[config.mk]
export PLATFORM = sky130hd
export DESIGN_NAME = deque_top
export DESIGN_NICKNAME = d
export VERILOG_FILES = /design/src/design/deque_pkg.sv /design/src/design/deque_ctrl.sv /design/src/design/deque_storage.sv /design/src/design/deque_top.sv /design/src/design/updown_counter.sv
export SDC_FILE = /design/constraint.sdc
export NUM_CORES = 1
export LEC_CHECK = 0
export ABC_CLOCK_PERIOD_IN_PS = 6900
export BUFFER_PORTS_ARGS = -buffer_cell sky130_fd_sc_hd__buf_4
export CORE_AREA = 2 2 115 228
export DETAILED_ROUTE_END_ITERATION = 16
export DIE_AREA = 0 0 117 230
export PLACE_DENSITY_LB_ADDON = 0.25
export SYNTH_ARGS = -nofsm -noshare
export SYNTH_HDL_FRONTEND = slang
export SYNTH_SLANG_ARGS = --single-unit
[constraint.sdc]
create_clock -name clk -period 6.9 [get_ports clk]
set_input_delay 0.345 -clock clk [delete_from_list [all_inputs] [get_ports clk]]
set_output_delay 0.345 -clock clk [all_outputs]
set_load 0.01 [all_outputs]
[src/design/deque_pkg.sv]
// Shared types and sizes for the 12-entry deque
// Depth is not a power of two, so index counters need explicit wrap logic
// Index and count types are both 4 bits wide

package deque_pkg;

  // ------------------------------------------------------------
  // Sizes
  // ------------------------------------------------------------

  // Number of storage entries
  localparam int DEPTH = 12;

  // Width of one stored word
  localparam int DATA_W = 16;

  // Index runs from 0 to DEPTH-1
  localparam int IDX_W = $clog2(DEPTH);
  localparam int IDX_MAX = DEPTH - 1;

  // Occupancy runs from 0 to DEPTH inclusive
  localparam int CNT_W = $clog2(DEPTH + 1);

  // ------------------------------------------------------------
  // Types
  // ------------------------------------------------------------

  typedef logic [DATA_W-1:0] data_t;
  typedef logic [IDX_W-1:0] idx_t;
  typedef logic [CNT_W-1:0] count_t;

  // One operation per command, encoded on two bits
  typedef enum logic [1:0] {
    OP_PUSH_FRONT = 2'd0,
    OP_PUSH_BACK  = 2'd1,
    OP_POP_FRONT  = 2'd2,
    OP_POP_BACK   = 2'd3
  } deque_op_e;

  // Command word as it arrives from outside
  // The data field only matters for pushes
  typedef struct packed {
    deque_op_e op;
    data_t     data;
  } deque_cmd_t;

endpackage : deque_pkg

[src/design/deque_ctrl.sv]
// Deque controller with head, tail and occupancy counters
// Commands and clear are registered first, then applied on the next edge
// A command that meets clear in the same cycle is dropped without err
// Rejected commands change no state and raise err for one cycle
`timescale 1ns/1ns

module deque_ctrl
  import deque_pkg::*;
(
  input  logic       clk,
  input  logic       arst_n,
  input  logic       clear,
  input  logic       cmd_valid,
  input  deque_cmd_t cmd,
  output logic       wr_en,
  output idx_t       wr_idx,
  output data_t      wr_data,
  output logic       rd_en,
  output idx_t       rd_idx,
  output logic       rsp_valid,
  output logic       err,
  output count_t     count,
  output logic       full,
  output logic       empty
);

  // Registered inputs
  logic       cmd_valid_q;
  logic       clear_q;
  deque_cmd_t cmd_q;

  // Decoded command
  logic       live;
  logic       push_front;
  logic       push_back;
  logic       pop_front;
  logic       pop_back;
  logic       accept_push;
  logic       accept_pop;
  logic       reject;

  // Counter controls and values
  logic       head_incr;
  logic       head_decr;
  logic       tail_incr;
  logic       tail_decr;
  idx_t       head;
  idx_t       head_next;
  idx_t       tail;
  idx_t       tail_next;

  // ------------------------------------------------------------
  // Input stage
  // ------------------------------------------------------------

  always_ff @(posedge clk or negedge arst_n) begin
    if (!arst_n) begin
      cmd_valid_q <= 1'b0;
      clear_q     <= 1'b0;
    end else begin
      cmd_valid_q <= cmd_valid;
      clear_q     <= clear;
    end
  end

  // Payload only matters while cmd_valid_q is high
  always_ff @(posedge clk) begin
    cmd_q <= cmd;
  end

  // ------------------------------------------------------------
  // Decode
  // ------------------------------------------------------------

  // Clear in the same cycle cancels the command
  assign live = cmd_valid_q & ~clear_q;

  assign push_front = live && (cmd_q.op == OP_PUSH_FRONT);
  assign push_back  = live && (cmd_q.op == OP_PUSH_BACK);
  assign pop_front  = live && (cmd_q.op == OP_POP_FRONT);
  assign pop_back   = live && (cmd_q.op == OP_POP_BACK);

  // Pushes need room and pops need an entry
  assign accept_push = (push_front | push_back) & ~full;
  assign accept_pop  = (pop_front | pop_back) & ~empty;
  assign reject      = live & ~accept_push & ~accept_pop;

  // Head moves down on push front and up on pop front
  assign head_decr = push_front & ~full;
  assign head_incr = pop_front & ~empty;

  // Tail moves up on push back and down on pop back
  assign tail_incr = push_back & ~full;
  assign tail_decr = pop_back & ~empty;

  // ------------------------------------------------------------
  // Counters
  // ------------------------------------------------------------

  updown_counter #(.MaxValue(IDX_MAX), .Wrap(1'b1)) head_i (
    .clk       (clk),
    .arst_n    (arst_n),
    .clear     (clear_q),
    .incr      (head_incr),
    .decr      (head_decr),
    .value     (head),
    .value_next(head_next)
  );

  updown_counter #(.MaxValue(IDX_MAX), .Wrap(1'b1)) tail_i (
    .clk       (clk),
    .arst_n    (arst_n),
    .clear     (clear_q),
    .incr      (tail_incr),
    .decr      (tail_decr),
    .value     (tail),
    .value_next(tail_next)
  );

  // Occupancy never leaves 0..DEPTH because full and empty gate the changes
  updown_counter #(.MaxValue(DEPTH), .Wrap(1'b0)) occ_i (
    .clk       (clk),
    .arst_n    (arst_n),
    .clear     (clear_q),
    .incr      (accept_push),
    .decr      (accept_pop),
    .value     (count),
    .value_next()
  );

  assign full  = (count == count_t'(DEPTH));
  assign empty = (count == '0);

  // ------------------------------------------------------------
  // Storage addressing
  // ------------------------------------------------------------

  // Push front writes one below the head, push back writes at the tail
  assign wr_en   = accept_push;
  assign wr_idx  = push_front ? head_next : tail;
  assign wr_data = cmd_q.data;

  // Pop front reads the head, pop back reads one below the tail
  assign rd_en  = accept_pop;
  assign rd_idx = pop_back ? tail_next : head;

  // ------------------------------------------------------------
  // Response strobes
  // ------------------------------------------------------------

  // Registered so rsp_valid lines up with the registered read data
  always_ff @(posedge clk or negedge arst_n) begin
    if (!arst_n) begin
      rsp_valid <= 1'b0;
      err       <= 1'b0;
    end else begin
      rsp_valid <= accept_pop;
      err       <= reject;
    end
  end

endmodule : deque_ctrl

[src/design/deque_storage.sv]
// Word array for the deque with one write port and one read port
// The array has no reset, so unread entries hold unknown data after power up
// Read data is registered and holds its value between reads
`timescale 1ns/1ns

module deque_storage
  import deque_pkg::*;
(
  input  logic  clk,
  input  logic  wr_en,
  input  idx_t  wr_idx,
  input  data_t wr_data,
  input  logic  rd_en,
  input  idx_t  rd_idx,
  output data_t rd_data
);

  // One word per deque entry
  data_t mem [DEPTH];

  // ------------------------------------------------------------
  // Write port
  // ------------------------------------------------------------

  // The controller only issues indices below DEPTH
  always_ff @(posedge clk) begin
    if (wr_en) begin
      mem[wr_idx] <= wr_data;
    end
  end

  // ------------------------------------------------------------
  // Read port
  // ------------------------------------------------------------

  // Addressed word is captured on the same edge that samples rd_en
  // A write and a read never target the same cycle since commands are one at a time
  always_ff @(posedge clk) begin
    if (rd_en) begin
      rd_data <= mem[rd_idx];
    end
  end

endmodule : deque_storage

[src/design/deque_top.sv]
// Top of the 12-entry deque
// One command per cycle with no back-pressure, and every command is answered
// Results appear two edges after the command is driven into the input stage
`timescale 1ns/1ns

module deque_top
  import deque_pkg::*;
(
  input  logic       clk,
  input  logic       arst_n,
  input  logic       clear,
  input  logic       cmd_valid,
  input  deque_cmd_t cmd,
  output logic       rsp_valid,
  output data_t      rsp_data,
  output logic       err,
  output count_t     count,
  output logic       full,
  output logic       empty
);

  // Storage port wires
  logic  wr_en;
  idx_t  wr_idx;
  data_t wr_data;
  logic  rd_en;
  idx_t  rd_idx;

  // ------------------------------------------------------------
  // Control
  // ------------------------------------------------------------

  deque_ctrl ctrl_i (
    .clk      (clk),
    .arst_n   (arst_n),
    .clear    (clear),
    .cmd_valid(cmd_valid),
    .cmd      (cmd),
    .wr_en    (wr_en),
    .wr_idx   (wr_idx),
    .wr_data  (wr_data),
    .rd_en    (rd_en),
    .rd_idx   (rd_idx),
    .rsp_valid(rsp_valid),
    .err      (err),
    .count    (count),
    .full     (full),
    .empty    (empty)
  );

  // ------------------------------------------------------------
  // Storage
  // ------------------------------------------------------------

  // Read data is valid in the cycle where rsp_valid is high
  deque_storage storage_i (
    .clk    (clk),
    .wr_en  (wr_en),
    .wr_idx (wr_idx),
    .wr_data(wr_data),
    .rd_en  (rd_en),
    .rd_idx (rd_idx),
    .rd_data(rsp_data)
  );

endmodule : deque_top

[src/design/updown_counter.sv]
// Up/down counter that changes by at most one per cycle
// With Wrap set it wraps between 0 and MaxValue even if MaxValue+1 is not 2**n
// Without Wrap the caller must keep the value in range
// Clear wins over any change in the same cycle
`timescale 1ns/1ns

module updown_counter #(
  parameter int unsigned MaxValue = 1,
  parameter bit Wrap = 1,
  localparam int ValueW = $clog2(MaxValue + 1)
) (
  input  logic              clk,
  input  logic              arst_n,
  input  logic              clear,
  input  logic              incr,
  input  logic              decr,
  output logic [ValueW-1:0] value,
  output logic [ValueW-1:0] value_next
);

  // One extra bit catches the step past MaxValue or below zero
  localparam int TempW = ValueW + 1;
  localparam int unsigned MaxValueP1 = MaxValue + 1;
  localparam bit IsPow2 = (MaxValueP1 & MaxValue) == 0;

  logic [TempW-1:0] value_temp;
  logic [TempW-1:0] value_fixed;
  logic             load_en;

  // ------------------------------------------------------------
  // Next value
  // ------------------------------------------------------------

  // Raw sum, may land outside 0..MaxValue for one step
  assign value_temp = {1'b0, value} + TempW'(incr) - TempW'(decr);

  if (Wrap && !IsPow2) begin : gen_wrap_fix
    logic [TempW-1:0] max_p1;
    logic             net_decr;
    logic             out_of_range;

    assign max_p1 = TempW'(MaxValueP1);

    // A net decrement can only leave the range by going below zero
    assign net_decr = decr & ~incr;

    // Below zero shows up as a large value in the wider sum
    assign out_of_range = value_temp > TempW'(MaxValue);

    // Move back into range by the distance MaxValue+1
    always_comb begin
      if (!out_of_range) begin
        value_fixed = value_temp;
      end else if (net_decr) begin
        value_fixed = value_temp + max_p1;
      end else begin
        value_fixed = value_temp - max_p1;
      end
    end
  end else begin : gen_no_fix
    // Power of two range wraps by truncation, no wrap means no correction
    assign value_fixed = value_temp;
  end

  assign value_next = clear ? '0 : value_fixed[ValueW-1:0];

  // ------------------------------------------------------------
  // State
  // ------------------------------------------------------------

  // Load only when something changes
  assign load_en = clear | incr | decr;

  always_ff @(posedge clk or negedge arst_n) begin
    if (!arst_n) begin
      value <= '0;
    end else if (load_en) begin
      value <= value_next;
    end
  end

endmodule : updown_counter

==> flow_summary.json <==
{
  "status": "completed",
  "worst_pin_slew_ns": 0.958,
  "synthArstFlopShare_pct": 6.61,
  "fin_crit_sh_pct": 79.7,
  "yosys_warnings": 0,
  "synthTopCellsByArea": "edfxtp_1 63%, mux4_2 7.0%, dfrtp_1 4.0%",
  "yosysUniqueCellTypes": 57,
  "grt_usage_pct": 16.8,
  "most-common-layout-cells": "208 x edfxtp_1, 78 x nand2_1, 59 x buf_4",
  "postPlaceCellArea_sq_um": 10700,
  "syn-num-nets": 678,
  "max_freq_ghz": 0.182,
  "arrival_ns": 5.63,
  "cp_num_buf_inv": 2,
  "rsz0062_at_grt": "no",
  "synth-edff-count": 208,
  "drive_gt1_share_pct": 19.1,
  "finalSetupTns_ns": 0,
  "core_area_sq_um": 25100,
  "end_kind": "flop",
  "drt_iter0_markers": 362,
  "hold_viol": 0,
  "layout_commonest_cell": "edfxtp_1",
  "die_h_microns": 230,
  "ant_nets": 0,
  "max-cap-violations": 0,
  "timing.final.crit_period_ns": 5.50,
  "vias": 5528,
  "fin_nets": 752,
  "io_pins": 46,
  "min_path_type": "input port to async pin",
  "syn_area_sq_um": 9910,
  "drtPass1Iterations": 4,
  "crit_fanout": 16,
  "path_delay_family": "compound AO/OA/AOI/OAI gates",
  "crit_path_start_kind": "flop",
  "cts.sinks": 242,
  "yosys.area.top_type": "edfxtp_1",
  "wl_mm": 21.8,
  "drt-vias-per-instance": 5.21,
  "cp_slowest_stage_delay_ns": 0.94,
  "syn_area_per_cell_sq_um": 15.6,
  "design_area_sq_um": 11500,
  "antenna_found_initial": 0,
  "insertedDiodeCount": 0,
  "grt_pass1_vias": 6002,
  "cts_setup_buffers": 0,
  "ir_drop_mv": 0.201,
  "die_area_sq_um": 26900,
  "ys_seq_area_share_pct": 70.7,
  "r2r_start": "ctrl_i.clear_q$_DFF_PN0_",
  "worstSetupStartpoint": "ctrl_i.clear_q$_DFF_PN0_",
  "synth-seq-cells": 242,
  "cts_root_buffer": "clkbuf_16",
  "synth-main-ff-cell": "edfxtp_1",
  "finalSetupViolations": 0,
  "powerDensity_nw_per_um2": 276,
  "whs_ns": 0.232,
  "cts_buffer_depth": 3,
  "grt_max_degree": 49,
  "grt_remaining_overflow": 0,
  "post-place-cells": 1003,
  "final_cells": 1062,
  "total_power_w": 0.00317,
  "insertion_delay_ns": 0.52,
  "cts_buffers": 21,
  "clkTransAtPathRegs_ns": 0.07,
  "criticalPathCategory": "flop to flop",
  "fillers": 2214,
  "crit_required_ns": 7.03,
  "maxSlewHeadroom_pct": 36.1,
  "hpwl_mm": 14.2,
  "slowest_stage": "o2111a_1",
  "drv_slew": 0,
  "htree_levels": 1,
  "rows": 82,
  "start_util_pct": 39.4,
  "grt_pass1_wl_mm": 33.6,
  "drc_errors": 0,
  "die_width_microns": 117,
  "cts_tree": "done",
  "leakagePower_nw": 4.00,
  "synthToLayoutAreaGrowth_pct": 16.2,
  "routabilityCongestion": 0.784,
  "fin_skew_ns": 0.0179,
  "path_cells": "nand2b_1 -> nor3_1 -> nand2_1 -> inv_1 -> ha_1 -> inv_1 -> ha_1 -> fa_1 -> nand2_1 -> a21oi_1 -> o21ai_0 -> xnor2_1 -> nor2_1 -> a311oi_2 -> o2111a_1",
  "syn_inst": 637,
  "synth_top_area_share_pct": 63.0,
  "wire_per_inst_microns": 20.5,
  "io_buffers": 45
}
cell families (layout without fill, tap and decap cells):
logic type | after synthesis | count (layout) | share of synthesized area (%)
AOI/OAI and AO/OA | 86 | 86 | 5.41
xor gates and xnor gates | 11 | 11 | 0.973
adders and majority gates | 19 | 19 | 2.63
buffers and inverters | 50 | 139 | 2.53
DFF | 242 | 242 | 70.7
muxes | 58 | 58 | 9.84
and+or+nand+nor | 171 | 171 | 7.91
flip-flops by register name (all words and copies together) (netlist names):
| signal | cells |
|---|---|
| ctrl_i.cmd_valid_q | 1 |
| ctrl_i.tail_i.value | 4 |
| ctrl_i.rsp_valid | 1 |
| ctrl_i.head_i.value | 4 |
| storage_i.rd_data | 16 |
| ctrl_i.cmd_q | 2 |
| ctrl_i.wr_data | 16 |
| ctrl_i.clear_q | 1 |
| ctrl_i.err | 1 |
| ctrl_i.occ_i.value | 4 |
| storage_i.mem | 192 |
repair_timing:
action | in CTS | in global routing
hold endpoints to repair | 36 | 0
gates resized for setup | 0 | 0
hold buffers | 21 | 0
endpoints found under the setup margin | 0 | 0
area by class of cell:
class	count	area, sq um	share of cell area [%]
Tap cell	336	420	3.65
Timing Repair Buffer	80	653	5.68
Multi-Input combinational cell	345	2700	23.5
Clock inverter	5	35.0	0.304
Inverter	21	78.8	0.685
Sequential cell	242	7010	60.9
Clock buffer	33	611	5.31
synthesized netlist by cell type (8+ instances only):
cell type    n
a21oi_1     45
buf_2       10
clkbuf_1    10
dfrtp_1     16
dfxtp_1     18
edfxtp_1   208
ha_1        16
inv_1       21
mux2i_1     24
mux4_2      31
nand2_1     78
nand3_1     36
nor2_1      23
nor3_1      11
o21ai_0     12
xnor2_1      8
worst register-to-register path, stage by stage, from the launching register on:
cell	delay, ns
dfrtp_1	0.57
nand2b_1	0.30
nor3_1	0.54
nand2_1	0.23
inv_1	0.11
ha_1	0.13
inv_1	0.04
ha_1	0.22
fa_1	0.48
nand2_1	0.10
a21oi_1	0.05
o21ai_0	0.36
xnor2_1	0.16
nor2_1	0.08
a311oi_2	0.80
o2111a_1	0.94
metrics by stage:
stage               setup WS, ns  util [%]
CTS                         1.34      45.8
floorplan                   1.84         -
detailed placement          1.37      42.4
finish                      1.40      45.8
global placement            1.56      42.4
global route               0.968      45.8
where the power goes:
part / internal [W] / leakage, nW / switching, W
Sequential: 0.00162 / 2.24 / 0.0000310
Clock: 0.000614 / 0.316 / 0.000511
Combinational: 0.000167 / 1.45 / 0.000229
final timing paths:
| check | to | slack, ns | cells past startpoint |
|---|---|---|---|
| worst max register to register | storage_i.mem[8][15]$_DFFE_PP_ | 1.40 | 15 |
| worst max-delay path | storage_i.mem[8][15]$_DFFE_PP_ | 1.40 | 15 |
| max in group asynchronous | ctrl_i.head_i.value[1]$_DFFE_PN0P_ | 6.45 | 2 |
| min in group clk | ctrl_i.wr_data[14]$_DFF_P_ | 0.47 | 2 |
| worst min register to register | storage_i.mem[1][5]$_DFFE_PP_ | 0.62 | 0 |
| worst min-delay path | ctrl_i.clear_q$_DFF_PN0_ | 0.23 | 2 |
routing by layer:
layer | GRT usage [%] | wire length (microns) | vias up
met4 | 6.54 | 713 | 0
met3 | 2.21 | 822 | 41
met5 | 0 | 0 | -
met1 | 18.1 | 7810 | 2807
li1 | - | - | 2554
met2 | 32.0 | 12500 | 126
(Power assumes the default switching activity.)
